File: src/common/tageGeomPkg.sv
package tageGeomPkg;

    // fetch address and global history
    localparam int PcWidth = 32;
    localparam int GhrLen = 64;

    // number of tagged tables behind the base table
    localparam int NumTagged = 3;

    // base table is indexed straight from PC bits 8..2
    localparam int BaseIdxW = 7;

    // tags fold the PC bits above the base index
    localparam int TagPcLo = BaseIdxW + 2;

    // history length seen by each tagged table
    localparam int HistLenT1 = 4;
    localparam int HistLenT2 = 16;
    localparam int HistLenT3 = 64;

    // index widths, table depth is 2**width
    localparam int IdxWT1 = 7;
    localparam int IdxWT2 = 8;
    localparam int IdxWT3 = 7;

    // tag widths grow with history length
    localparam int TagWT1 = 7;
    localparam int TagWT2 = 8;
    localparam int TagWT3 = 9;

    typedef logic [PcWidth-1:0] pcT;

    // bit 0 holds the newest outcome
    typedef logic [GhrLen-1:0] ghrT;

endpackage

File: src/verilog/indexHash.sv
`timescale 1ns/1ps

module indexHash #(
    parameter int HistLen = 4,
    parameter int IdxW = 7,
    parameter int TagW = 7
) (
    input  tageGeomPkg::pcT  Pc,
    input  tageGeomPkg::ghrT Ghr,
    output logic [IdxW-1:0]  Index,
    output logic [TagW-1:0]  Tag
);
    import tageGeomPkg::*;

    logic [IdxW-1:0] ghrIdxFold;
    logic [TagW-1:0] ghrTagFold;
    logic [TagW-1:0] pcTagFold;

    // history folded into index-width chunks, newest bits land in chunk 0
    always_comb begin
        ghrIdxFold = '0;
        for (int i = 0; i < HistLen; i++) begin
            ghrIdxFold[i % IdxW] = ghrIdxFold[i % IdxW] ^ Ghr[i];
        end
    end

    // same history folded to tag width
    always_comb begin
        ghrTagFold = '0;
        for (int i = 0; i < HistLen; i++) begin
            ghrTagFold[i % TagW] = ghrTagFold[i % TagW] ^ Ghr[i];
        end
    end

    // upper PC bits folded to tag width, last chunk zero padded
    always_comb begin
        pcTagFold = '0;
        for (int i = TagPcLo; i < PcWidth; i++) begin
            pcTagFold[(i - TagPcLo) % TagW] = pcTagFold[(i - TagPcLo) % TagW] ^ Pc[i];
        end
    end

    // word-aligned PC bits above bit 1
    assign Index = Pc[IdxW+1:2] ^ ghrIdxFold;
    assign Tag = pcTagFold ^ ghrTagFold;

endmodule

File: config.mk
export PLATFORM = sky130hd
export DESIGN_NAME = indexHash
export DESIGN_NICKNAME = d
export VERILOG_FILES = /design/src/common/tageGeomPkg.sv /design/src/verilog/indexHash.sv
export SDC_FILE = /design/constraint.sdc
export NUM_CORES = 1
export LEC_CHECK = 0
export BUFFER_PORTS_ARGS = -buffer_cell sky130_fd_sc_hd__buf_4
export CORE_MARGIN = 3
export CORE_UTILIZATION = 15
export DETAILED_ROUTE_END_ITERATION = 7
export GPL_TIMING_DRIVEN = 0
export PLACE_DENSITY = 0.86
export SYNTH_ARGS = -nofsm -noshare
export SYNTH_HDL_FRONTEND = slang
export SYNTH_SLANG_ARGS = --single-unit
File: constraint.sdc
create_clock -name vclk -period 1.3
set_clock_uncertainty 0.2 [all_clocks]
set_input_delay 0.195 -clock vclk [all_inputs]
set_output_delay 0.195 -clock vclk [all_outputs]
set_load 0.01 [all_outputs]
==> summary.txt <==
Global routing
  • Total global-route track usage: 6.14%
  • Vias in the first global route: 296
  • Largest net degree at the start of global routing: 3
  • First-pass GRT wire length: 993 um
  • Initial antenna violation count: 0
  • Grt ovf: 0

Place
  • HPWL after detailed placement: 753 um
  • Post-placement cell count: 85
  • Setup WS pre-CTS: -0.0514 ns
  • Placer Congestion: 0.630
  • Port bufs: 45

Die
  • Die Y: 46.2 um
  • Die ar.: 2140 sq um
  • Die Span X: 46.2 um
  • Std cell rows: 13
  • I/O pin count: 110
  • Core area: 1400 sq um
  • Initial core utilization: 17.4%

Finish
  • Fillcell total: 142
  • Nets: 168
  • Area growth from synthesis to layout: 153%
  • Sequential cell count: 0
  • FF/Latch Area: 0 sq um
  • Fin cells: 85
  • Antenna fix cells: 0
  • Area of the multi-input gates: 220 sq um
  • Clock buffer count: 0
  • Proportion of layout cells with a drive suffix above 1: 68.6%

Pwr
  • Total power after layout: 0.307 mW
  • Total leakage power: 0.326 nW
  • Pwr Density: 500 nW/um^2
  • Max IR drop VDD: 181 uV

STA
  • Tmin final: 1.32 ns
  • Fin crit share: 101%
  • Post-route setup slack: -0.0186 ns
  • Slew Limit Headroom: 88.9%
  • Final Max Slew Viols: 0
  • WHS: 0.368 ns
  • Final hold violations: 0
  • RSZ-0062 raised after global routing: yes
  • F_max: 758 MHz
  • Worst-Margin Slew: 0.166 ns
  • Setup Viol. Count Final: 2

Hold path
  • Hold Crit Start: Pc[8]
  • Hold Path Cell Cnt: 2
  • Worst min-delay path class: in -> out
  • Hold EP: Index[6]

Outcome
  • Run status: finished, violations left
  • Failing checks: setup timing

Worst setup path
  • Crit-path max FO: 1
  • Data arrival time of the critical path: 0.92 ns
  • Req. time, crit path: 0.90 ns
  • Worst Setup End Kind: output port
  • CP Class: in -> out
  • CP Launch Type: input port

Run
  • Max-Cap Viols: 0

Synthesis
  • Unique masters post-synth: 4
  • Post-synthesis cell count: 25
  • Synth top area cells: xnor2_1 (43%), xor2_1 (29%), xnor3_1 (19%), buf_4 (9.3%)
  • Synthesized area: 243 sq um
  • Largest area contributor in the netlist: xnor2_1
  • Syn Nets: 121
  • Register area share after synthesis: 0%
  • Synthesis Warnings: 0
  • Synth Area per Inst: 9.71 sq um
  • Yosys top cell area share: 43.3%

Routing
  • # DRC: 0
  • Drt first pass iters: 1
  • Via Count: 332
  • Post-DRT Antenna Nets: 0
  • Initial DRC Count: 0
  • WL/cell: 9.21 um
  • Vias/cell: 3.91
  • Routed wire length: 783 um
-- per-layer routing --
layer	part of all wire (%)	routed length, um	GRT usage (%)
met1	26	202	6.14
met2	46	362	13.2
met3	28	218	1.17
met4	0	0	0
met5	0	0	0
-- worst max-delay path, stage by stage --
cell	delay, ns
buf_6	0.06
xnor3_1	0.39
xnor2_1	0.14
buf_4	0.14
-- Yosys cell counts --
library cell and n:
xnor2_1 12, xor2_1 8, buf_4 3, xnor3_1 2
-- worst max-delay path by stage --
| stage | startpoint | end | slack [ns] |
|---|---|---|---|
| 6_report | Pc[23] | Tag[0] | -0.02 |
| 4_1_cts | Pc[23] | Tag[0] | -0.05 |
| 3_5_place_dp | Pc[16] | Tag[0] | -0.05 |
| 2_1_floorplan | Pc[16] | Tag[0] | 0.1 |
| 3_3_place_gp | Pc[17] | Tag[1] | -0.03 |
| 5_1_grt | Pc[23] | Tag[0] | -0.08 |
-- layout make-up --
class	instances	area share (%)
Multi-Input combinational cell	22	35.8
Timing Repair Buffer	45	57.4
Tap cell	15	3.05
Buffer	3	3.67
-- power by group --
group	switching [mW]	leakage, nW	internal [mW]	total [mW]
Combinational	0.107	0.326	0.200	0.307
Clock	0	0	0	0
Sequential	0	0	0	0
-- stage by stage --
stage          TNS, ns  area [sq um]  util (%)
2_1_floorplan        0           243         -
3_3_place_gp   -0.0628           599      42.8
3_5_place_dp   -0.0764           599      42.8
4_1_cts        -0.0579           614      43.9
5_1_grt         -0.140           614      43.9
6_report       -0.0216           614      43.9
-- logic make-up (layout without fill, tap and decap cells) --
kind of cell           Yosys count  after routing  share of synthesized area, %
XOR/XNOR                        22             22                          90.7
buffers and inverters            3             48                          9.28
-- layout by cell type, fill, tap and decap left out --
| master | n |
|---|---|
| xor2_1 | 8 |
| xnor2_1 | 12 |
| buf_4 | 44 |
| buf_6 | 4 |
| xnor3_1 | 2 |
-- timing repair --
item                                    4_1_cts  5_1_grt
endpoints found under the setup margin        2        2
hold buffers                                  0        0
pin swaps                                     2        1
setup buffers                                 0        0
resized for setup                             4        0
Power figures use the tool's default switching activity.
