`config.mk`:
```
export PLATFORM = sky130hd
export DESIGN_NAME = predTable
export DESIGN_NICKNAME = d
export VERILOG_FILES = /design/src/predict/predTable.sv
export SDC_FILE = /design/constraint.sdc
export NUM_CORES = 1
export LEC_CHECK = 0
export ABC_CLOCK_PERIOD_IN_PS = 2870
export CAP_MARGIN = 20
export CELL_PAD_IN_SITES_DETAIL_PLACEMENT = 1
export CELL_PAD_IN_SITES_GLOBAL_PLACEMENT = 2
export CORE_ASPECT_RATIO = 1.5
export CORE_MARGIN = 2
export CORE_UTILIZATION = 29
export CTS_BUF_LIST = sky130_fd_sc_hd__clkbuf_4 sky130_fd_sc_hd__clkbuf_8
export CTS_CLUSTER_DIAMETER = 30
export DETAILED_ROUTE_END_ITERATION = 6
export DONT_BUFFER_PORTS = 1
export HOLD_SLACK_MARGIN = 0.15
export PLACE_DENSITY_LB_ADDON = 0.1
export SETUP_SLACK_MARGIN = 0.5
export SYNTH_ARGS = -nofsm -noshare
export SYNTH_HDL_FRONTEND = slang
export SYNTH_SLANG_ARGS = --single-unit
```
`constraint.sdc`:
```
create_clock -name Clk -period 2.87 [get_ports Clk]
set_clock_uncertainty 0.05 [all_clocks]
set_input_delay 0.4305 -clock Clk [delete_from_list [all_inputs] [get_ports Clk]]
set_output_delay 0.4305 -clock Clk [all_outputs]
set_load 0.005 [all_outputs]
```
`src/predict/predTable.sv`:
```
`timescale 1ns/1ps

module predTable #(
    parameter type EntryT = logic [2:0],
    parameter int Depth = 128,
    parameter EntryT ResetEntry = '0
) (
    input  logic                     Clk,
    input  logic                     rst,
    input  logic                     ReadEn,
    input  logic [$clog2(Depth)-1:0] ReadIdx,
    output EntryT                    ReadEntry,
    input  logic                     WriteEn,
    input  logic [$clog2(Depth)-1:0] WriteIdx,
    input  EntryT                    WriteEntry
);

    EntryT mem [Depth];

    // single write port
    // reset loads every entry with its reset value
    always_ff @(posedge Clk) begin
        if (rst) begin
            for (int i = 0; i < Depth; i++) begin
                mem[i] <= ResetEntry;
            end
        end else if (WriteEn) begin
            mem[WriteIdx] <= WriteEntry;
        end
    end

    // registered read
    // a write to the same entry this cycle is seen on the next read
    always_ff @(posedge Clk) begin
        if (rst) begin
            ReadEntry <= ResetEntry;
        end else if (ReadEn) begin
            ReadEntry <= mem[ReadIdx];
        end
    end

    // the update hash must be known and stay inside the table
    writeIdxRange: assert property (
        @(posedge Clk) disable iff (rst)
        WriteEn |-> (!$isunknown(WriteIdx) && (int'(WriteIdx) < Depth))
    ) else $error("predTable write index %0d outside depth %0d", WriteIdx, Depth);

endmodule

```
==> results.json <==
{
  "wl_um": 60900,
  "final.setup.tns_ns": 0,
  "period_needed_ns": 2.23,
  "reg2reg_slack_ns": 0.64,
  "synth-simple-area-share_pct": 19.8,
  "hold_class": "in2reg",
  "switching_share_pct": 24.3,
  "finalHoldViolations": 0,
  "numCtsBuffers": 79,
  "syn_area_per_cell_um2": 12.5,
  "rows": 115,
  "rr_worst_depth": 6,
  "critPathArrivalTime_ns": 2.73,
  "drive_gt1_share_pct": 17.3,
  "clk_pin_slew_ns": 0.07,
  "yosysSeqAreaShare_pct": 60.5,
  "synth_fa_ha_area_share_pct": 0,
  "grt_pass1_wl_um": 89400,
  "layout.nets": 1492,
  "synthesis.nets": 1549,
  "synth_edf_count": 384,
  "grt_use_total_pct": 18.2,
  "rsz0062_at_grt": "no",
  "port_buffers": 0,
  "setup.worst_path.end_class": "register",
  "min_from": "ReadIdx[2]",
  "crit_type": "reg2reg",
  "synth_top_family_by_area": "simple AND/OR/NAND/NOR gates",
  "fp.dieW_um": 214,
  "routedWlPerCell_um": 25.2,
  "seq_area_um2": 11600,
  "antenna_found_initial": 1,
  "hold_end": "ReadEntry[1]$_SDFFE_PP0P_",
  "initial_utilization_pct": 29.2,
  "cts_setup_buffers": 0,
  "synthMuxAreaShare_pct": 12.2,
  "clk_latency_ns": 0.67,
  "p_int_uw": 10500,
  "top_usage_layer": "met2",
  "h-tree-depth": 3,
  "synth_flop_cell": "edfxtp_1",
  "fillers": 6888,
  "ant_nets": 0,
  "seq_power_share_pct": 47.8,
  "cts_tree": "built",
  "comb_power_share_pct": 6.8,
  "use_met3_pct": 3.74,
  "multiInputGateArea_um2": 6780,
  "period_share_pct": 77.6,
  "gr-total-overflow": 0,
  "power_switching_uw": 3350,
  "synth-xor-area-share_pct": 0,
  "dpl.hpwl_um": 34500,
  "p_leak_uw": 0.00873,
  "grt_use_met1_pct": 21.0,
  "core_area_um2": 65500,
  "synthArstFlopShare_pct": 0,
  "reg2reg_from": "mem[24][2]$_SDFFCE_PN0P_",
  "drt_first_pass_iters": 7,
  "slew_violations": 0,
  "reg2reg_to": "ReadEntry[2]$_SDFFE_PP0P_",
  "crit_fanout": 1,
  "ios": 24,
  "vias_per_cell": 5.07,
  "p_per_area_nw_per_um2": 634,
  "drtIter0Drc": 847,
  "drv_cap": 0,
  "num_vias": 12200,
  "relSlewSlack_pct": 35.7,
  "whs_ns": 0.215,
  "cp.required_ns": 3.37,
  "areaGrowthSynthToFinish_pct": 13.8,
  "grt_max_degree": 123,
  "start_kind": "register",
  "use_met2_pct": 33.0,
  "drc": 0,
  "syn_inst": 1528,
  "clock_power_share_pct": 45.4,
  "irDropWorstVdd_v": 0.000253,
  "yosysWarnings": 0,
  "die_y_um": 319,
  "synth-compound-area-share_pct": 2.93,
  "max_freq_ghz": 0.449,
  "outcome": "complete, no violations",
  "clock-sinks": 387,
  "cts_root_buf": "clkbuf_8",
  "gp_congestion": 0.719,
  "clockBufferDepth": 3,
  "syn_area_um2": 19100,
  "ys_ff_latch": 387,
  "worst-slew-pin-transition_ns": 0.965,
  "ys_types": 48,
  "whs_path_depth": 3,
  "dieArea_um2": 68100,
  "grt_pass1_vias": 13400,
  "setup_viol": 0
}
critical path: stages, from the launching register on:
cell      delay, ns
edfxtp_1       0.38
mux4_2         0.51
mux2_2         0.30
o21ai_0        0.38
o221ai_1       0.22
a22oi_2        0.21
a21oi_1        0.05
metrics by stage:
step | std cells | power, uW | util [%] | setup WS (ns) | area (um2)
5_1_grt | 2413 | 14300 | 33.3 | 0.583 | 21800
6_report | 2415 | 13800 | 33.3 | 0.642 | 21800
2_1_floorplan | 1528 | 7340 | - | 0.734 | 19100
3_3_place_gp | 2253 | 7540 | 30.3 | 0.307 | 19900
4_1_cts | 2412 | 14000 | 33.3 | 0.568 | 21800
3_5_place_dp | 2253 | 7560 | 30.3 | 0.295 | 19900
synthesized netlist by cell type (4+ instances only):
cell,instances,area share (%)
edfxtp_1,384,60
mux2i_1,57,3.0
nor2_1,40,0.78
o221ai_1,8,0.37
mux2_2,4,0.24
nor3_1,20,0.52
o21ai_1,4,0.10
inv_1,5,0.098
nor4_1,4,0.13
nand2_1,263,5.2
and2_1,10,0.33
buf_6,4,0.24
a211oi_1,5,0.20
mux4_1,7,0.96
o21ai_0,10,0.26
a21oi_1,13,0.34
buf_4,8,0.31
mux4_2,68,8.0
nor2b_1,6,0.20
nand3_1,5,0.13
a22oi_1,5,0.20
nand2b_1,11,0.36
a31oi_1,6,0.20
o22ai_1,18,0.59
nand4_1,4,0.13
clkbuf_1,155,3.0
and3_1,362,12
a41oi_1,4,0.18
buf_2,9,0.24
cell families after synthesis:
group                  count (synthesis)
buffers and inverters                192
flip-flops                           387
AO/OA/AOI/OAI                         82
multiplexers                         136
AND/OR/NAND/NOR                      731
timing repair:
item / CTS / global route
hold buffers: 14 / 0
resized for setup: 0 / 0
endpoints found under the hold margin: 441 / 0
placed cells by master, fill, tap and decap left out, types with 10 or more instances in the layout:
master / count
o22ai_1: 18
buf_4: 23
nand2b_1: 11
mux2i_1: 57
a21oi_1: 13
clkbuf_8: 80
nand2_1: 263
mux4_2: 68
clkinv_1: 13
nor3_1: 12
dlygate4sd3_1: 11
buf_12: 10
and2_1: 10
clkbuf_4: 18
o21ai_0: 10
nor2_1: 32
edfxtp_1: 384
and3_1: 362
metal layers:
metal | wire, um | up-vias | part of all wire, %
met1 | 24500 | 6332 | 40
met2 | 32300 | 208 | 53
li1 | - | 5612 | -
met4 | 1500 | 0 | 2.5
met3 | 2580 | 89 | 4.2
met5 | 0 | - | 0
flip-flops by register name, indices dropped and copies added (netlist names):
signal / cells
mem: 384
ReadEntry: 3
power groups by stage:
| stage | combinational [uW] | clock [uW] | sequential, uW |
|---|---|---|---|
| after detailed placement | 836 | 0 | 6720 |
| after CTS | 974 | 6440 | 6600 |
| final | 946 | 6270 | 6590 |
| after global placement | 828 | 0 | 6710 |
| after global routing | 1020 | 6690 | 6620 |
| after floorplan | 693 | 0 | 6650 |
how the worst max path moves through the flow:
stage | slack [ns] | to | from
final | 0.64 | ReadEntry[2]$_SDFFE_PP0P_ | mem[24][2]$_SDFFCE_PN0P_
after global routing | 0.58 | ReadEntry[2]$_SDFFE_PP0P_ | mem[24][2]$_SDFFCE_PN0P_
after detailed placement | 0.29 | ReadEntry[2]$_SDFFE_PP0P_ | ReadIdx[1]
after CTS | 0.57 | ReadEntry[2]$_SDFFE_PP0P_ | mem[24][2]$_SDFFCE_PN0P_
after floorplan | 0.73 | ReadEntry[2]$_SDFFE_PP0P_ | ReadIdx[0]
after global placement | 0.31 | ReadEntry[2]$_SDFFE_PP0P_ | ReadIdx[1]
final cells by class:
| cell class | count | share of cell area [%] |
|---|---|---|
| flip-flops and latches | 387 | 53.2 |
| multi-input cells | 949 | 31.1 |
| clock buffers | 98 | 5.67 |
| well taps | 877 | 5.04 |
| repair buffers | 47 | 2.60 |
| clock inverters | 47 | 2.21 |
| inverters | 7 | 0.132 |
| diodes | 3 | 0.0345 |
Note: power is estimated with default switching activity, not from simulation.
