<file path="src/common/tageGeomPkg.sv">
package tageGeomPkg;

    // fetch address and global history
    localparam int PcWidth = 32;
    localparam int GhrLen = 64;

    // number of tagged tables behind the base table
    localparam int NumTagged = 3;

    // base table is indexed straight from PC bits 8..2
    localparam int BaseIdxW = 7;

    // tags fold the PC bits above the base index
    localparam int TagPcLo = BaseIdxW + 2;

    // history length seen by each tagged table
    localparam int HistLenT1 = 4;
    localparam int HistLenT2 = 16;
    localparam int HistLenT3 = 64;

    // index widths, table depth is 2**width
    localparam int IdxWT1 = 7;
    localparam int IdxWT2 = 8;
    localparam int IdxWT3 = 7;

    // tag widths grow with history length
    localparam int TagWT1 = 7;
    localparam int TagWT2 = 8;
    localparam int TagWT3 = 9;

    typedef logic [PcWidth-1:0] pcT;

    // bit 0 holds the newest outcome
    typedef logic [GhrLen-1:0] ghrT;

endpackage

</file>
<file path="src/common/tageEntryPkg.sv">
package tageEntryPkg;

    // 3-bit saturating direction counter, upper half predicts taken
    typedef logic [2:0] ctrT;

    localparam ctrT CtrReset = 3'd3;
    localparam ctrT CtrWeakTaken = 3'd4;
    localparam ctrT CtrWeakNotTaken = 3'd3;

    // 0 is the base table, 1..3 the tagged tables
    typedef logic [1:0] providerT;

    localparam providerT ProvBase = 2'd0;
    localparam providerT ProvLongest = providerT'(tageGeomPkg::NumTagged);

    typedef struct packed {
        ctrT ctr;
    } baseEntryT;

    typedef struct packed {
        logic valid;
        logic [tageGeomPkg::TagWT1-1:0] tag;
        ctrT ctr;
    } tagEntry1T;

    typedef struct packed {
        logic valid;
        logic [tageGeomPkg::TagWT2-1:0] tag;
        ctrT ctr;
    } tagEntry2T;

    typedef struct packed {
        logic valid;
        logic [tageGeomPkg::TagWT3-1:0] tag;
        ctrT ctr;
    } tagEntry3T;

    // contents after reset, tagged entries start invalid
    localparam baseEntryT BaseEntryReset = '{ctr: CtrReset};
    localparam tagEntry1T TagEntry1Reset = '{valid: 1'b0, tag: '0, ctr: CtrReset};
    localparam tagEntry2T TagEntry2Reset = '{valid: 1'b0, tag: '0, ctr: CtrReset};
    localparam tagEntry3T TagEntry3Reset = '{valid: 1'b0, tag: '0, ctr: CtrReset};

endpackage

</file>
<file path="src/verilog/indexHash.sv">
`timescale 1ns/1ps

module indexHash #(
    parameter int HistLen = 4,
    parameter int IdxW = 7,
    parameter int TagW = 7
) (
    input  tageGeomPkg::pcT  Pc,
    input  tageGeomPkg::ghrT Ghr,
    output logic [IdxW-1:0]  Index,
    output logic [TagW-1:0]  Tag
);
    import tageGeomPkg::*;

    logic [IdxW-1:0] ghrIdxFold;
    logic [TagW-1:0] ghrTagFold;
    logic [TagW-1:0] pcTagFold;

    // history folded into index-width chunks, newest bits land in chunk 0
    always_comb begin
        ghrIdxFold = '0;
        for (int i = 0; i < HistLen; i++) begin
            ghrIdxFold[i % IdxW] = ghrIdxFold[i % IdxW] ^ Ghr[i];
        end
    end

    // same history folded to tag width
    always_comb begin
        ghrTagFold = '0;
        for (int i = 0; i < HistLen; i++) begin
            ghrTagFold[i % TagW] = ghrTagFold[i % TagW] ^ Ghr[i];
        end
    end

    // upper PC bits folded to tag width, last chunk zero padded
    always_comb begin
        pcTagFold = '0;
        for (int i = TagPcLo; i < PcWidth; i++) begin
            pcTagFold[(i - TagPcLo) % TagW] = pcTagFold[(i - TagPcLo) % TagW] ^ Pc[i];
        end
    end

    // word-aligned PC bits above bit 1
    assign Index = Pc[IdxW+1:2] ^ ghrIdxFold;
    assign Tag = pcTagFold ^ ghrTagFold;

endmodule

</file>
<file path="src/update/updateUnit.sv">
`timescale 1ns/1ps

module updateUnit (
    input  logic                             Clk,
    input  logic                             rst,
    input  logic                             UpdateAble,
    input  tageGeomPkg::pcT                  UpPc,
    input  logic                             UpTaken,
    input  tageEntryPkg::providerT           UpProvider,
    input  tageEntryPkg::ctrT                UpCounter,
    output tageGeomPkg::ghrT                 Ghr,
    output logic                             WriteEnBase,
    output logic                             WriteEnT1,
    output logic                             WriteEnT2,
    output logic                             WriteEnT3,
    output logic [tageGeomPkg::BaseIdxW-1:0] WriteIdxBase,
    output logic [tageGeomPkg::IdxWT1-1:0]   WriteIdxT1,
    output logic [tageGeomPkg::IdxWT2-1:0]   WriteIdxT2,
    output logic [tageGeomPkg::IdxWT3-1:0]   WriteIdxT3,
    output tageEntryPkg::baseEntryT          WriteEntryBase,
    output tageEntryPkg::tagEntry1T          WriteEntryT1,
    output tageEntryPkg::tagEntry2T          WriteEntryT2,
    output tageEntryPkg::tagEntry3T          WriteEntryT3
);
    import tageGeomPkg::*;
    import tageEntryPkg::*;

    logic [TagWT1-1:0] tagT1;
    logic [TagWT2-1:0] tagT2;
    logic [TagWT3-1:0] tagT3;
    ctrT trainCtr;
    ctrT allocCtr;
    logic mispredict;
    logic allocate;

    // hashes see the history as it was before this branch
    indexHash #(.HistLen(HistLenT1), .IdxW(IdxWT1), .TagW(TagWT1)) upHashT1 (
        .Pc(UpPc),
        .Ghr(Ghr),
        .Index(WriteIdxT1),
        .Tag(tagT1)
    );

    indexHash #(.HistLen(HistLenT2), .IdxW(IdxWT2), .TagW(TagWT2)) upHashT2 (
        .Pc(UpPc),
        .Ghr(Ghr),
        .Index(WriteIdxT2),
        .Tag(tagT2)
    );

    indexHash #(.HistLen(HistLenT3), .IdxW(IdxWT3), .TagW(TagWT3)) upHashT3 (
        .Pc(UpPc),
        .Ghr(Ghr),
        .Index(WriteIdxT3),
        .Tag(tagT3)
    );

    assign WriteIdxBase = UpPc[BaseIdxW+1:2];

    // saturating train of the returned counter
    always_comb begin
        trainCtr = UpCounter;
        if (UpTaken && (UpCounter != '1)) begin
            trainCtr = UpCounter + 3'd1;
        end else if (!UpTaken && (UpCounter != '0)) begin
            trainCtr = UpCounter - 3'd1;
        end
    end

    assign mispredict = (UpCounter >= CtrWeakTaken) != UpTaken;
    assign allocate = mispredict && (UpProvider < ProvLongest);
    assign allocCtr = UpTaken ? CtrWeakTaken : CtrWeakNotTaken;

    // a table is either trained as provider or allocated as provider+1, never both
    assign WriteEnBase = UpdateAble && (UpProvider == ProvBase);
    assign WriteEnT1 = UpdateAble && ((UpProvider == 2'd1) || (allocate && UpProvider == 2'd0));
    assign WriteEnT2 = UpdateAble && ((UpProvider == 2'd2) || (allocate && UpProvider == 2'd1));
    assign WriteEnT3 = UpdateAble && ((UpProvider == 2'd3) || (allocate && UpProvider == 2'd2));

    assign WriteEntryBase = '{ctr: trainCtr};
    assign WriteEntryT1 = '{valid: 1'b1, tag: tagT1,
                            ctr: (UpProvider == 2'd1) ? trainCtr : allocCtr};
    assign WriteEntryT2 = '{valid: 1'b1, tag: tagT2,
                            ctr: (UpProvider == 2'd2) ? trainCtr : allocCtr};
    assign WriteEntryT3 = '{valid: 1'b1, tag: tagT3,
                            ctr: (UpProvider == 2'd3) ? trainCtr : allocCtr};

    // newest outcome enters at bit 0
    always_ff @(posedge Clk) begin
        if (rst) begin
            Ghr <= '0;
        end else if (UpdateAble) begin
            Ghr <= {Ghr[GhrLen-2:0], UpTaken};
        end
    end

    upProviderKnown: assert property (
        @(posedge Clk) disable iff (rst)
        UpdateAble |-> (!$isunknown(UpProvider) && (UpProvider <= ProvLongest))
    ) else $error("update with bad provider %0d", UpProvider);

endmodule

</file>
<file path="config.mk">
export PLATFORM = sky130hd
export DESIGN_NAME = updateUnit
export DESIGN_NICKNAME = d
export VERILOG_FILES = /design/src/common/tageGeomPkg.sv /design/src/common/tageEntryPkg.sv /design/src/verilog/indexHash.sv /design/src/update/updateUnit.sv
export SDC_FILE = /design/constraint.sdc
export NUM_CORES = 1
export LEC_CHECK = 0
export BUFFER_PORTS_ARGS = -buffer_cell sky130_fd_sc_hd__buf_4
export CORE_AREA = 2 2 132 96
export DETAILED_ROUTE_END_ITERATION = 10
export DIE_AREA = 0 0 134 98
export PLACE_DENSITY = 0.66
export RECOVER_POWER = 100
export SLEW_MARGIN = 40
export SYNTH_ARGS = -nofsm -noshare
export SYNTH_HDL_FRONTEND = slang
export SYNTH_HIERARCHICAL = 1
export SYNTH_SLANG_ARGS = --single-unit
</file>
<file path="constraint.sdc">
create_clock -name Clk -period 3.1 [get_ports Clk]
set_input_delay 0.155 -clock Clk [delete_from_list [all_inputs] [get_ports Clk]]
set_output_delay 0.155 -clock Clk [all_outputs]
set_load 0.02 [all_outputs]
</file>
==> impl_metrics.csv <==
group,metric,value,unit
sta,slew_headroom,19.3,%
cells_and_area,multi_input_area,3160,sq um
sta,tightest_slew,1.21,ns
route,detail-route-antenna-nets,0,
cells_and_area,reg_top3,"Ghr: 64 flops",
power,vdd_drop_max,271,uV
worst_setup_path,critPathMaxFanout,5,
logic_synthesis,synth_top_family_by_area,"XOR/XNOR gates",
cells_and_area,nets,654,
sta,period_share,69.7,%
power,power_frac_comb,22.6,%
worst_setup_path,critPathLaunchType,"flop",
hold_path,holdPathStages,3,
floorplan,row_count,34,
worst_setup_path,cp.required,2.94,ns
route,routedWlPerCell,18.3,microns
worst_setup_path,path_buf_inv,1,
worst_setup_path,path_cells,"xnor2_1 -> xnor3_1 -> xnor2_1 -> clkbuf_1",
place,hpwl,10900,microns
sta,tns,0,ns
logic_synthesis,synth_ff_type,"dfxtp_1",
sta,timing.hold.ws,0.239,ns
cells_and_area,drive_gt1_share,8.65,%
floorplan,core-area,12000,sq um
logic_synthesis,ys_ff_latch,64,
run_status,status,"finished, final reports clean",
cells_and_area,fillers,1235,
hold_path,min_from,"UpTaken",
job,maxCapViolCount,0,
logic_synthesis,synthArstFlopShare,0,%
sta,finalCriticalPeriod,2.16,ns
clocking,htree_num_levels,3,
place,port_buffers,171,
logic_synthesis,ys_seq_area_share,27.5,%
route,drtIter0Drc,237,
worst_setup_path,rr_endpoint,"Ghr[4]",
grt,grt_pass1_vias,3568,
logic_synthesis,ys_types,26,
power,p_seq_share,34.2,%
cells_and_area,final_util,48.1,%
hold_path,hold_path_class,"in -> reg",
worst_setup_path,cpPeakStageDelay,0.57,ns
place,gp_congestion,0.813,
worst_setup_path,slowest_stage,"dfxtp_1",
logic_synthesis,yosysTopAreaCellShare,27.5,%
route,drtPass1Iterations,4,
floorplan,die_h,98,microns
clocking,clkLatencyLatePin,0.33,ns
cells_and_area,largest_register,"Ghr",
logic_synthesis,synthesis.area,4650,sq um
clocking,cts.sink_count,64,
logic_synthesis,synthXorXnorAreaFrac,41.9,%
power,p_sw_share,28.1,%
logic_synthesis,synth_common_cells,"xnor2_1, nor2_1, mux2i_1",
clocking,cts_setup_buffers,0,
clocking,cts_tree,"yes",
logic_synthesis,synthAdderAreaFrac,1.08,%
logic_synthesis,synth_cells,454,
cells_and_area,area_growth,23.5,%
logic_synthesis,yosysMostFrequentCell,"xnor2_1",
cells_and_area,largest_register_ffs,64,
power,internal-power,1.75,mW
clocking,cts_inserted_buffers,9,
route,drc,0,
power,power.net_switching,0.683,mW
worst_setup_path,crit_arrival,2.00,ns
sta,hold_viol_final,0,
worst_setup_path,crit_top_cell,"xnor2_1",
power,leakage,2.37,nW
route,vias,3701,
worst_setup_path,r2r_start,"Ghr[3]",
route,vias_per_cell,4.78,
logic_synthesis,yosys-top-cells-area,"dfxtp_1, xnor2_1, mux2i_1, xnor3_1, nor2_1",
clocking,holdBufCountCts,0,
logic_synthesis,yosysWarnings,6,
grt,grt_usage,21.4,%
clocking,post_cts_resized,0,
logic_synthesis,synth_edf_count,0,
clocking,cts_root_buffer,"clkbuf_16",
logic_synthesis,synth_top_area_cell,"dfxtp_1",
logic_synthesis,synth-simple-area-share,7.34,%
sta,slew_violations,0,
logic_synthesis,synth.mux.area_fraction,14.4,%
power,p_per_area,423,nW/um^2
clocking,clk_path_buf_depth,2,
worst_setup_path,ff2ff_setup_slack,2.07,ns
worst_setup_path,worstSetupPathType,"reg -> out",
clocking,clk_pin_slew,0.05,ns
sta,rsz0062_at_grt,"no",
sta,fmax,463,MHz
grt,antenna_found_initial,0,
floorplan,die-area,13100,sq um
floorplan,start_util,38.9,%
grt,grt_max_degree,65,
worst_setup_path,cp_top_family,"XOR/XNOR gates",
cells_and_area,final-seq-area,1280,sq um
route,wirelength,14200,microns
sta,setup_viol,0,
cells_and_area,antenna_cells,0,
worst_setup_path,endpoint_kind,"output port",
sta,finalClockSkew,0.00361,ns
logic_synthesis,synth_area_per_cell,10.2,sq um
floorplan,die_w,134,microns
hold_path,hold_end,"Ghr[0]",
power,clock_power_share,43.2,%
worst_setup_path,reg2reg_depth,2,
logic_synthesis,synth_compound_area_share,2.96,%
grt,grt_first_pass_wirelength,21300,microns
grt,overflow,0,
floorplan,io_pins,177,
## power by group through the flow
stage / sequential, mW / combinational (mW) / clock (mW)
2_1_floorplan: 0.847 / 0.399 / 0
3_3_place_gp: 0.848 / 0.622 / 0
3_5_place_dp: 0.848 / 0.631 / 0
4_1_cts: 0.830 / 0.633 / 1.07
5_1_grt: 0.830 / 0.584 / 1.10
6_report: 0.830 / 0.550 / 1.05
## cell type report
cell class / instances / area share (%)
clock buffers: 11 / 4.05
clock inverters: 4 / 1.22
inverters: 3 / 0.196
multi-input cells: 359 / 55.0
flip-flops and latches: 64 / 22.3
well taps: 162 / 3.53
repair buffers: 172 / 13.7
## worst max path at each step
stage                     cells after the start          endpoint     from  slack, ns
after global placement                        4  WriteEntryT3[10]  Ghr[16]       1.42
after global routing                          4  WriteEntryT3[11]   Ghr[8]       0.90
after detailed placement                      4  WriteEntryT3[10]  Ghr[34]       1.41
final                                         4  WriteEntryT3[10]  Ghr[34]       0.94
after floorplan                               3   WriteEntryT3[9]  Ghr[15]       1.44
after CTS                                     4     WriteIdxT3[0]   Ghr[0]       1.04
## placed cells by master, fill, tap and decap left out
| master | instances |
|---|---|
| clkbuf_1 | 135 |
| xnor2_1 | 131 |
| nor2_1 | 70 |
| mux2i_1 | 67 |
| dfxtp_1 | 64 |
| buf_4 | 38 |
| xor2_1 | 27 |
| xnor3_1 | 25 |
| clkbuf_16 | 9 |
| o21ai_0 | 7 |
| o31a_1 | 6 |
| nand2b_1 | 4 |
| a211oi_1 | 4 |
| ha_1 | 4 |
| inv_1 | 3 |
| nand2_1 | 3 |
| nor3b_1 | 3 |
| conb_1 | 3 |
| clkinv_2 | 2 |
| bufinv_16 | 2 |
| nand2b_4 | 1 |
| a21o_1 | 1 |
| a21boi_0 | 1 |
| nor2b_1 | 1 |
| a21oi_1 | 1 |
| clkbuf_2 | 1 |
## cell families after synthesis
| group | Yosys count |
|---|---|
| multiplexers | 67 |
| buffers and inverters | 33 |
| adder cells (fa/ha/maj) | 4 |
| XOR/XNOR | 183 |
| AND/OR/NAND/NOR | 82 |
| flip-flops | 64 |
| AO/OA/AOI/OAI | 20 |
| other | 1 |
## worst reg2reg max path, cell delays in order, from the launching register on
cell	delay, ns
dfxtp_1	0.68
mux2i_1	0.16
nor2_1	0.12
## per-stage QoR
step	power [mW]	cells	cell area [sq um]	worst slack, ns
floorplan	1.25	456	4660	1.44
detailed placement	1.48	760	5960	1.41
CTS	2.53	775	6260	1.04
global route	2.51	775	5750	0.899
global placement	1.47	760	5960	1.42
finish	2.43	775	5750	0.940
## layer usage
layer | global-route usage, % | part of all wire [%] | vias to the layer above | routed length (microns)
met5 | 0 | 0 | - | 0
met1 | 29.1 | 47 | 1804 | 6640
met3 | 6.44 | 6.1 | 8 | 872
met2 | 33.8 | 46 | 104 | 6570
met4 | 4.26 | 0.75 | 0 | 106
li1 | - | - | 1785 | -
(Power assumes the default switching activity.)
