<file path="config.mk">
export PLATFORM = sky130hd
export DESIGN_NAME = providerSelect
export DESIGN_NICKNAME = d
export VERILOG_FILES = /design/src/common/tageGeomPkg.sv /design/src/common/tageEntryPkg.sv /design/src/predict/providerSelect.sv
export SDC_FILE = /design/constraint.sdc
export NUM_CORES = 1
export LEC_CHECK = 0
export ABC_AREA = 1
export ABC_CLOCK_PERIOD_IN_PS = 3200
export CAP_MARGIN = 20
export CORE_ASPECT_RATIO = 1.2
export CORE_MARGIN = 5
export CORE_UTILIZATION = 40
export DETAILED_ROUTE_END_ITERATION = 8
export DONT_BUFFER_PORTS = 1
export REMOVE_ABC_BUFFERS = 1
export SYNTH_ARGS = -nofsm -noshare
export SYNTH_HDL_FRONTEND = slang
export SYNTH_SLANG_ARGS = --single-unit
</file>
<file path="constraint.sdc">
create_clock -name Clk -period 3.2 [get_ports Clk]
set_clock_uncertainty 0.05 [all_clocks]
set_input_delay 0.96 -clock Clk [delete_from_list [all_inputs] [get_ports Clk]]
set_output_delay 0.96 -clock Clk [all_outputs]
set_load 0.02 [all_outputs]
</file>
<file path="src/common/tageGeomPkg.sv">
package tageGeomPkg;

    // fetch address and global history
    localparam int PcWidth = 32;
    localparam int GhrLen = 64;

    // number of tagged tables behind the base table
    localparam int NumTagged = 3;

    // base table is indexed straight from PC bits 8..2
    localparam int BaseIdxW = 7;

    // tags fold the PC bits above the base index
    localparam int TagPcLo = BaseIdxW + 2;

    // history length seen by each tagged table
    localparam int HistLenT1 = 4;
    localparam int HistLenT2 = 16;
    localparam int HistLenT3 = 64;

    // index widths, table depth is 2**width
    localparam int IdxWT1 = 7;
    localparam int IdxWT2 = 8;
    localparam int IdxWT3 = 7;

    // tag widths grow with history length
    localparam int TagWT1 = 7;
    localparam int TagWT2 = 8;
    localparam int TagWT3 = 9;

    typedef logic [PcWidth-1:0] pcT;

    // bit 0 holds the newest outcome
    typedef logic [GhrLen-1:0] ghrT;

endpackage

</file>
<file path="src/common/tageEntryPkg.sv">
package tageEntryPkg;

    // 3-bit saturating direction counter, upper half predicts taken
    typedef logic [2:0] ctrT;

    localparam ctrT CtrReset = 3'd3;
    localparam ctrT CtrWeakTaken = 3'd4;
    localparam ctrT CtrWeakNotTaken = 3'd3;

    // 0 is the base table, 1..3 the tagged tables
    typedef logic [1:0] providerT;

    localparam providerT ProvBase = 2'd0;
    localparam providerT ProvLongest = providerT'(tageGeomPkg::NumTagged);

    typedef struct packed {
        ctrT ctr;
    } baseEntryT;

    typedef struct packed {
        logic valid;
        logic [tageGeomPkg::TagWT1-1:0] tag;
        ctrT ctr;
    } tagEntry1T;

    typedef struct packed {
        logic valid;
        logic [tageGeomPkg::TagWT2-1:0] tag;
        ctrT ctr;
    } tagEntry2T;

    typedef struct packed {
        logic valid;
        logic [tageGeomPkg::TagWT3-1:0] tag;
        ctrT ctr;
    } tagEntry3T;

    // contents after reset, tagged entries start invalid
    localparam baseEntryT BaseEntryReset = '{ctr: CtrReset};
    localparam tagEntry1T TagEntry1Reset = '{valid: 1'b0, tag: '0, ctr: CtrReset};
    localparam tagEntry2T TagEntry2Reset = '{valid: 1'b0, tag: '0, ctr: CtrReset};
    localparam tagEntry3T TagEntry3Reset = '{valid: 1'b0, tag: '0, ctr: CtrReset};

endpackage

</file>
<file path="src/predict/providerSelect.sv">
`timescale 1ns/1ps

module providerSelect (
    input  logic                             Clk,
    input  logic                             rst,
    input  logic                             Stall,
    input  logic                             LookupValid,
    input  logic [tageGeomPkg::TagWT1-1:0]   TagT1,
    input  logic [tageGeomPkg::TagWT2-1:0]   TagT2,
    input  logic [tageGeomPkg::TagWT3-1:0]   TagT3,
    input  tageEntryPkg::baseEntryT          EntryBase,
    input  tageEntryPkg::tagEntry1T          EntryT1,
    input  tageEntryPkg::tagEntry2T          EntryT2,
    input  tageEntryPkg::tagEntry3T          EntryT3,
    output logic                             PredictAble,
    output logic                             PredictTaken,
    output tageEntryPkg::providerT           PredictProvider,
    output tageEntryPkg::ctrT                PredictCounter
);
    import tageGeomPkg::*;
    import tageEntryPkg::*;

    logic lookValid;
    logic [TagWT1-1:0] tagQ1;
    logic [TagWT2-1:0] tagQ2;
    logic [TagWT3-1:0] tagQ3;
    logic hit1;
    logic hit2;
    logic hit3;
    providerT provNext;
    ctrT ctrNext;

    // first stage runs in step with the table read
    always_ff @(posedge Clk) begin
        if (rst) begin
            lookValid <= 1'b0;
        end else if (!Stall) begin
            lookValid <= LookupValid;
        end
    end

    // tags are captured with the same enable as the table read
    always_ff @(posedge Clk) begin
        if (LookupValid && !Stall) begin
            tagQ1 <= TagT1;
            tagQ2 <= TagT2;
            tagQ3 <= TagT3;
        end
    end

    assign hit1 = EntryT1.valid && (EntryT1.tag == tagQ1);
    assign hit2 = EntryT2.valid && (EntryT2.tag == tagQ2);
    assign hit3 = EntryT3.valid && (EntryT3.tag == tagQ3);

    // longest matching history wins over shorter ones and the base table
    always_comb begin
        if (hit3) begin
            provNext = 2'd3;
            ctrNext = EntryT3.ctr;
        end else if (hit2) begin
            provNext = 2'd2;
            ctrNext = EntryT2.ctr;
        end else if (hit1) begin
            provNext = 2'd1;
            ctrNext = EntryT1.ctr;
        end else begin
            provNext = ProvBase;
            ctrNext = EntryBase.ctr;
        end
    end

    always_ff @(posedge Clk) begin
        if (rst) begin
            PredictAble <= 1'b0;
            PredictTaken <= 1'b0;
            PredictProvider <= ProvBase;
            PredictCounter <= CtrReset;
        end else if (!Stall) begin
            PredictAble <= lookValid;
            PredictTaken <= (ctrNext >= CtrWeakTaken);
            PredictProvider <= provNext;
            PredictCounter <= ctrNext;
        end
    end

    // the first stage is cleared too so no prediction leaks out of reset
    noPredAfterReset: assert property (
        @(posedge Clk) $fell(rst) |=> !PredictAble
    ) else $error("PredictAble high right after reset");

endmodule

</file>
==> results_dict.tcl, run 1 <==
set metrics [dict create \
    outcome "finished clean" \
    regToRegSetupSlack_ns 1.81 \
    timing.max_slew.rel_slack 0.694 \
    critical_path_arrival_ns 1.82 \
    path_cells "inv_2 > nand2_1 > inv_1 > buf_4" \
    clkSlewWorstSetupHoldPaths_ns 0.06 \
    hp-class "flip-flop to flip-flop" \
    clkLatencyLatePin_ns 0.28 \
    cts_hold_repair.buffers 0 \
    maxSlewViolCount 0 \
    first_pass_grt_wire_length_um 5390 \
    cts.repair.resized 0 \
    core.rowCount 26 \
    setup.worst_path.class "primary input to flip-flop" \
    critical_path.reg2reg.endpoint "PredictTaken$_SDFFE_PP0N_" \
    hold-path-endpoint "lookValid$_SDFFE_PP0N_" \
    synth-seq-area-share 0.494 \
    critical-path-max-stage-delay_ns 0.36 \
    antenna_found_initial 0 \
    synthesis.yosys.warnings 0 \
    setup_slack_ns 1.30 \
    fillCellCount 418 \
    clock_tree.root_cell "sky130_fd_sc_hd__clkbuf_8" \
    static-leakage-power_uw 0.000958 \
    floorplan.io_pins 74 \
    path_buf_inv 3 \
    ant_nets 0 \
    timing.critical_path.fanout_max 13 \
    pre_cts_slack_ns 0.974 \
    synth.avg_cell_area_um2 7.71 \
    cts_htree_levels 2 \
    design.die.area_um2 5780 \
    drive_above_1_share 0.103 \
    grt_overflow 0 \
    route.vias.total 1310 \
    syn-instance-count 226 \
    worst_setup_path_end_kind "flip-flop" \
    netlist_area_um2 1740 \
    whs_path_depth 2 \
    routed_wl_um 3340 \
    starting_density_of_the_core 0.412 \
    cts_num_sinks 31 \
    gr-usage-all-layers 0.122 \
    die-width_um 70.3 \
    r2r-start "tagQ3[4]$_DFFE_PP_" \
    dpl.hpwl_um 2760 \
    worstMarginPinSlew_ns 0.459 \
    cts_inserted_buffers 5 \
    fin_crit_sh 0.593 \
    grt_max_degree 14 \
    power.ir.vdd_worst_v 0.000220 \
    finalWorstPathRequiredPeriod_ns 1.90 \
    report.final.hold_viol_count 0 \
    multiInputGateArea_um2 676 \
    number_of_global_route_vias_before_repair 1298 \
    crit_family "buffers and inverters" \
    detail_route.drc_violations 0 \
    post_drt_wl_per_cell_um 11.5 \
    cellPowerDensity_nw_per_um2 453 \
    setup-violations-final 0 \
    core_area_um2 4230 \
    worstHoldStart "lookValid$_SDFFE_PP0N_" \
    die-height_um 82.3 \
    start_kind "primary input" \
    critPathRequiredTime_ns 3.12 \
    syn_to_final_growth_pct 8.61 \
    design.final.nets 300 \
    ff_latch_area_um2 861 \
    fin_setup_tns_ns 0 \
    max_cap_violations 0 \
    avgViaCountPerCell 4.52 \
    final_wtd_congestion 0.777 \
    drt_pre_antenna_iters 4 \
    num_antenna_cells 0 \
    synth-seq-cells 31 \
    hold_slack_ns 0.409 \
    io_buffers 0 \
    yosysUniqueCellTypes 24 \
    tritoncts "yes" \
    dr.first_iter.drc_count 74 \
    timing.reg2reg.worst_path_depth 10 \
    cts.path.max_buffers 2 \
    rsz0062_at_grt "no" \
    critical-path-slowest-cell "sky130_fd_sc_hd__inv_1" \
    maxClockFrequency_ghz 0.527 \
    cts_post_setup_buffers_inserted 0 \
]
## per-stage QoR
step	util	power (uW)	instances	instance area [um^2]
floorplan	-	569	225	1740
global placement	0.429	584	282	1810
detailed placement	0.429	586	282	1810
CTS	0.448	873	290	1890
global route	0.448	910	290	1890
finish	0.448	858	290	1890
## power breakdown
part / internal, uW / leakage (uW) / switching [uW]
Combinational: 35.8 / 0.000634 / 58.5
Clock: 148 / 0.0000403 / 134
Sequential: 463 / 0.000283 / 19.4
## routing by layer
metal	share of wire	global-route usage	wire length [um]	vias up
li1	-	-	-	700
met1	0.35	0.121	1190	554
met2	0.51	0.209	1700	51
met3	0.12	0.0666	406	5
met4	0.015	0.0632	50	0
met5	0	0	0	-
## final cells by class
class / count / area share
inverters: 53 / 0.105
clock buffers: 6 / 0.0383
well taps: 56 / 0.0370
clock inverters: 2 / 0.00397
repair buffers: 1 / 0.00397
flip-flops and latches: 31 / 0.455
multi-input cells: 141 / 0.357
## worst register-to-register path: stages (launching register included)
cell and delay, ns:
sky130_fd_sc_hd__edfxtp_1 0.39, sky130_fd_sc_hd__nand2_1 0.11, sky130_fd_sc_hd__nand2_1 0.06, sky130_fd_sc_hd__nor2_1 0.12, sky130_fd_sc_hd__nand3_2 0.11, sky130_fd_sc_hd__nor2_4 0.13, sky130_fd_sc_hd__nor2_2 0.09, sky130_fd_sc_hd__nand2_1 0.06
sky130_fd_sc_hd__nand2_1 0.04, sky130_fd_sc_hd__nor2_1 0.08, sky130_fd_sc_hd__nor2_1 0.04
## cells by family after synthesis
group           share of synthesized area
simple gates                        0.314
buf+inv                             0.118
flops                               0.494
compound gates                     0.0589
xor+xnor                           0.0151
## cell usage in the layout (no fill, tap or decap), drive strengths merged
cell type,instances
nand2,79
inv,53
nor2,27
edfxtp,24
nand3,12
a21oi,11
dfxtp,7
clkbuf,6
o21ai,5
xnor2,2
clkinv,2
xor2,1
or2,1
nand4,1
a21boi,1
o211ai,1
buf,1
## synthesized netlist by cell type
library cell,count,area (um^2)
sky130_fd_sc_hd__a21boi_0,1,7.51
sky130_fd_sc_hd__nor2_2,4,25.0
sky130_fd_sc_hd__dfxtp_1,7,140
sky130_fd_sc_hd__xnor2_1,2,17.5
sky130_fd_sc_hd__nand3_1,9,45.0
sky130_fd_sc_hd__nand2_2,3,18.8
sky130_fd_sc_hd__nand2_1,75,282
sky130_fd_sc_hd__nand2_4,1,11.3
sky130_fd_sc_hd__nor2_4,3,33.8
sky130_fd_sc_hd__or2_0,1,6.26
sky130_fd_sc_hd__o21ai_1,3,15.0
sky130_fd_sc_hd__o211ai_1,1,7.51
sky130_fd_sc_hd__nand3_4,1,17.5
sky130_fd_sc_hd__o21ai_0,2,10.0
sky130_fd_sc_hd__inv_1,52,195
sky130_fd_sc_hd__nand4_2,1,12.5
sky130_fd_sc_hd__nor2_1,20,75.1
sky130_fd_sc_hd__xor2_1,1,8.76
sky130_fd_sc_hd__buf_4,1,7.51
sky130_fd_sc_hd__a21oi_2,2,17.5
sky130_fd_sc_hd__edfxtp_1,24,721
sky130_fd_sc_hd__nand3_2,2,20.0
sky130_fd_sc_hd__inv_2,1,3.75
sky130_fd_sc_hd__a21oi_1,9,45.0
## state kept, by name, indices dropped and copies added (netlist names)
name,count
tagQ3,9
tagQ2,8
tagQ1,7
PredictCounter,2
PredictProvider,2
PredictAble,1
PredictTaken,1
lookValid,1
## how the worst max path moves through the flow
stage	from	end	slack (ns)	cells past startpoint
final	Stall	tagQ2[5]$_DFFE_PP_	1.30	4
after global routing	Stall	tagQ2[7]$_DFFE_PP_	1.20	4
after CTS	Stall	tagQ2[5]$_DFFE_PP_	1.27	4
after detailed placement	Stall	tagQ2[6]$_DFFE_PP_	0.97	4
after global placement	Stall	tagQ3[5]$_DFFE_PP_	1.00	4
after floorplan	Stall	tagQ1[0]$_DFFE_PP_	1.16	3
Note: power is estimated with default switching activity, not from simulation.
==> inputs of run 2 (changes only) <==
- ABC_CLOCK_PERIOD_IN_PS: 3200 -> 1800
- clock period: 3.2 -> 1.8 ns (I/O delays scaled with it)
==> results_dict.tcl, run 2 (synthesis results as in run 1) <==
set metrics [dict create \
    number_of_global_route_vias_before_repair 1334 \
    cts_num_sinks 31 \
    timing.critical_path.from "PredictTaken$_SDFFE_PP0N_" \
    timing.reg2reg.worst_path_depth 9 \
    rsz0062_at_grt "no" \
    starting_density_of_the_core 0.412 \
    grt_overflow 0 \
    clkSlewWorstSetupHoldPaths_ns 0.06 \
    placedInstanceArea_um2 1820 \
    max_flop_register "tagQ3" \
    antenna_found_initial 0 \
    clock_tree.root_cell "sky130_fd_sc_hd__clkbuf_8" \
    hold-path-endpoint "PredictTaken$_SDFFE_PP0N_" \
    start_kind "flip-flop" \
    core_area_um2 4230 \
    grt_max_degree 16 \
    fin_setup_tns_ns 0 \
    avgViaCountPerCell 4.55 \
    core.rowCount 26 \
    cts_htree_levels 2 \
    dpl.hpwl_um 2850 \
    final_wtd_congestion 0.771 \
    largest_reg_flops 9 \
    die-height_um 82.3 \
    tritoncts "yes" \
    routed_wl_um 3430 \
    floorplan.io_pins 74 \
    regToRegSetupSlack_ns 0.41 \
    syn_to_final_growth_pct 9.05 \
    maxClockFrequency_ghz 0.689 \
    timing.max_slew.rel_slack 0.713 \
    cts.repair.resized 0 \
    whs_path_depth 1 \
    max_cap_violations 0 \
    most-common-layout-cells "sky130_fd_sc_hd__nand2_1 (75), sky130_fd_sc_hd__inv_1 (52), sky130_fd_sc_hd__edfxtp_1 (24)" \
    critical_path_arrival_ns 0.86 \
    critical_path.reg2reg.endpoint "PredictTaken$_SDFFE_PP0N_" \
    io_buffers 0 \
    fin_crit_sh 0.806 \
    cts_hold_repair.buffers 0 \
    worstMarginPinSlew_ns 0.430 \
    gr-usage-all-layers 0.123 \
    final_cell_area_excluding_filler_cells_um2 1900 \
    detail_route.drc_violations 0 \
    r2r-start "tagQ1[2]$_DFFE_PP_" \
    ant_nets 0 \
    static-leakage-power_uw 0.000962 \
    design.die.area_um2 5780 \
    hp-class "primary input to flip-flop" \
    cellPowerDensity_nw_per_um2 810 \
    cts.path.max_buffers 2 \
    setup.worst_path.class "flip-flop to output port" \
    num_antenna_cells 0 \
    first_pass_grt_wire_length_um 5490 \
    drt_pre_antenna_iters 4 \
    drive_above_1_share 0.106 \
    maxSlewViolCount 0 \
    critPathRequiredTime_ns 1.21 \
    dr.first_iter.drc_count 47 \
    cts_post_setup_buffers_inserted 0 \
    post_drt_wl_per_cell_um 11.8 \
    timing.critical_path.fanout_max 3 \
    route.vias.total 1325 \
    outcome "finished clean" \
    design.final.nets 301 \
    largestRegisters "tagQ3 x9, tagQ2 x8, tagQ1 x7" \
    power.ir.vdd_worst_v 0.000526 \
    finalWorstPathRequiredPeriod_ns 1.45 \
    commonest_non_fill_non_tap_cell_in_the_layout "sky130_fd_sc_hd__nand2_1" \
    cts_inserted_buffers 5 \
    clkLatencyLatePin_ns 0.28 \
    worstHoldStart "rst" \
    die-width_um 70.3 \
    final_core_utilization 0.449 \
    worst_setup_path_end_kind "output port" \
    setup-violations-final 0 \
    report.final.hold_viol_count 0 \
]
## run 2: per-layer routing
metal	track usage	share of wire	up-vias
li1	-	-	699
met4	0.0575	0.0096	0
met2	0.219	0.51	48
met3	0.0714	0.12	4
met5	0	0	-
met1	0.113	0.36	574
## run 2: how the worst max path moves through the flow
stage,to,slack [ns],cells after the start
final,PredictCounter[2],0.35,0
after global routing,PredictTaken$_SDFFE_PP0N_,0.27,10
after CTS,PredictTaken,0.33,0
after detailed placement,PredictTaken$_SDFFE_PP0N_,0.29,11
after global placement,PredictTaken$_SDFFE_PP0N_,0.30,9
after floorplan,tagQ1[0]$_DFFE_PP_,0.18,3
## run 2: layout make-up
type	count	area, um^2
timing repair buffer	2	15.0
fill	432	2330
tap	56	70.1
multi-input combinational	141	676
inverter	53	199
sequential	31	861
clock buffer	8	80.1
## run 2: through the flow
stage	std cells	worst slack (ns)	total power, uW	hold slack [ns]
after floorplan	225	0.182	1010	0.384
after global placement	283	0.304	1040	0.394
after detailed placement	283	0.290	1040	0.404
after CTS	291	0.334	1570	0.263
after global routing	291	0.272	1640	0.262
final	291	0.349	1540	0.275
## run 2: power by group
part / switching [uW] / internal, uW / leakage [uW] / total (uW)
clock: 238 / 274 / 0.0000395 / 513
combinational: 105 / 65.1 / 0.000639 / 170
sequential: 34.3 / 823 / 0.000283 / 857
total: 378 / 1160 / 0.000962 / 1540
## run 2: worst register-to-register path, delay by kind of cell, from the launching register on
family	cells	cell delay, ns
xor gates and xnor gates	1	0.23
DFF	1	0.39
and+or+nand+nor	8	0.67
==> inputs of run 3 (changes only) <==
- ABC_CLOCK_PERIOD_IN_PS: 1800 -> 1440
- clock period: 1.8 -> 1.44 ns (I/O delays scaled with it)
==> results_dict.tcl, run 3 (synthesis results as in run 1) <==
set metrics [dict create \
    outcome "finished clean" \
    final_cell_area_excluding_filler_cells_um2 1980 \
    number_of_global_route_vias_before_repair 1274 \
    placedInstanceArea_um2 1850 \
    avgViaCountPerCell 4.42 \
    static-leakage-power_uw 0.000997 \
    largest_reg_flops 9 \
    post_drt_wl_per_cell_um 11.4 \
    most-common-layout-cells "sky130_fd_sc_hd__nand2_1 (74), sky130_fd_sc_hd__inv_1 (52), sky130_fd_sc_hd__edfxtp_1 (24)" \
    die-width_um 70.3 \
    timing.max_slew.rel_slack 0.713 \
    power.ir.vdd_worst_v 0.000754 \
    critPathRequiredTime_ns 1.61 \
    clock_tree.root_cell "sky130_fd_sc_hd__clkbuf_8" \
    fillCellCount 420 \
    fin_crit_sh 0.948 \
    grt_overflow 0 \
    timing.critical_path.fanout_max 3 \
    routed_wl_um 3350 \
    multiInputGateArea_um2 701 \
    cellPowerDensity_nw_per_um2 999 \
    cts.path.max_buffers 2 \
    seq_power_share 0.540 \
    maxClockFrequency_ghz 0.732 \
    gr-usage-all-layers 0.121 \
    cts_num_sinks 31 \
    final-instance-count-excl-fill 294 \
    critical_path_arrival_ns 1.54 \
    cts_htree_levels 2 \
    share_clk_of_total_power 0.344 \
    clkLatencyLatePin_ns 0.27 \
    ff_latch_area_um2 861 \
    maxSlewViolCount 0 \
    design.final.nets 304 \
    die-height_um 82.3 \
    timing.reg2reg.worst_path_depth 10 \
    antenna_found_initial 0 \
    first_pass_grt_wire_length_um 5420 \
    start_kind "flip-flop" \
    sw_frac_of_total 0.240 \
    max_flop_register "tagQ3" \
    report.final.hold_viol_count 0 \
    commonest_non_fill_non_tap_cell_in_the_layout "sky130_fd_sc_hd__nand2_1" \
    power.internal_uw 1510 \
    setup-violations-final 0 \
    route.vias.total 1299 \
    finalWorstPathRequiredPeriod_ns 1.37 \
    share_comb_of_total_power 0.115 \
    detail_route.drc_violations 0 \
    whs_path_depth 1 \
    dpl.hpwl_um 2810 \
    place_inst 284 \
    drt_pre_antenna_iters 4 \
    design.die.area_um2 5780 \
    worstMarginPinSlew_ns 0.430 \
    clkSlewWorstSetupHoldPaths_ns 0.06 \
    setup.worst_path.class "flip-flop to flip-flop" \
    num_antenna_cells 0 \
    rsz0062_at_grt "yes" \
    cts_hold_repair.buffers 0 \
    io_buffers 0 \
    tritoncts "yes" \
    dr.first_iter.drc_count 43 \
    hp-class "primary input to flip-flop" \
    final_core_utilization 0.469 \
    final_wtd_congestion 0.769 \
    ant_nets 0 \
    core_area_um2 4230 \
    drive_above_1_share 0.151 \
    max_cap_violations 0 \
    starting_density_of_the_core 0.412 \
    syn_to_final_growth_pct 13.9 \
    grt_max_degree 16 \
    total_switching_power_uw 476 \
    floorplan.io_pins 74 \
    cts_inserted_buffers 5 \
    largestRegisters "tagQ3 x9, tagQ2 x8, tagQ1 x7" \
    core.rowCount 26 \
    worst_setup_path_end_kind "flip-flop" \
]
[run 3: worst paths after layout]
kind,startpoint,end,slack (ns)
max,tagQ3[4]$_DFFE_PP_,PredictCounter[0]$_SDFFE_PP1N_,0.07
min,rst,PredictTaken$_SDFFE_PP0N_,0.17
max reg2reg,tagQ3[4]$_DFFE_PP_,PredictCounter[0]$_SDFFE_PP1N_,0.07
min reg2reg,lookValid$_SDFFE_PP0N_,lookValid$_SDFFE_PP0N_,0.41
[run 3: area by class of cell]
class / instances / area share
clock buffer: 7 / 0.0435
multi-input combinational: 141 / 0.353
clock inverter: 1 / 0.00252
tap: 56 / 0.0353
timing repair buffer: 5 / 0.0315
sequential: 31 / 0.434
inverter: 53 / 0.100
[run 3: worst max-delay path, cell delays in order, from the launching register on]
cell,delay [ns]
sky130_fd_sc_hd__edfxtp_1,0.38
sky130_fd_sc_hd__nand2_1,0.09
sky130_fd_sc_hd__nand2_1,0.06
sky130_fd_sc_hd__nor2_2,0.12
sky130_fd_sc_hd__nand3_2,0.10
sky130_fd_sc_hd__nor2_4,0.17
sky130_fd_sc_hd__buf_4,0.13
sky130_fd_sc_hd__nand3_1,0.06
sky130_fd_sc_hd__nand2_1,0.07
sky130_fd_sc_hd__a21oi_1,0.04
sky130_fd_sc_hd__nand2_1,0.05
[run 3: power groups by stage]
stage	logic (uW)	registers (uW)	clock network, uW
final	229	1070	683
after CTS	225	1070	714
after floorplan	181	1080	0
after detailed placement	224	1090	0
after global placement	221	1090	0
after global routing	265	1080	754
[run 3: metrics by stage]
stage	setup WS [ns]	setup TNS (ns)	total power (uW)	hold WS, ns
2_1_floorplan	-0.0703	-1.69	1270	0.384
3_3_place_gp	0.0522	0	1310	0.396
3_5_place_dp	0.0288	0	1310	0.398
4_1_cts	0.0788	0	2010	0.153
5_1_grt	-0.0643	-0.166	2100	0.156
6_report	0.0744	0	1980	0.169
[run 3: layer usage]
layer,track usage,wire length [um],vias up
li1,-,-,703
met1,0.117,1250,548
met2,0.210,1670,44
met3,0.0799,393,4
met4,0.0402,36,0
met5,0,0,-
[run 3: repair_timing]
item                                   4_1_cts  5_1_grt
endpoints found under the hold margin        0        0
buffers inserted                             0        2
setup endpoints to repair                    0        3
gates resized for setup                      0        7
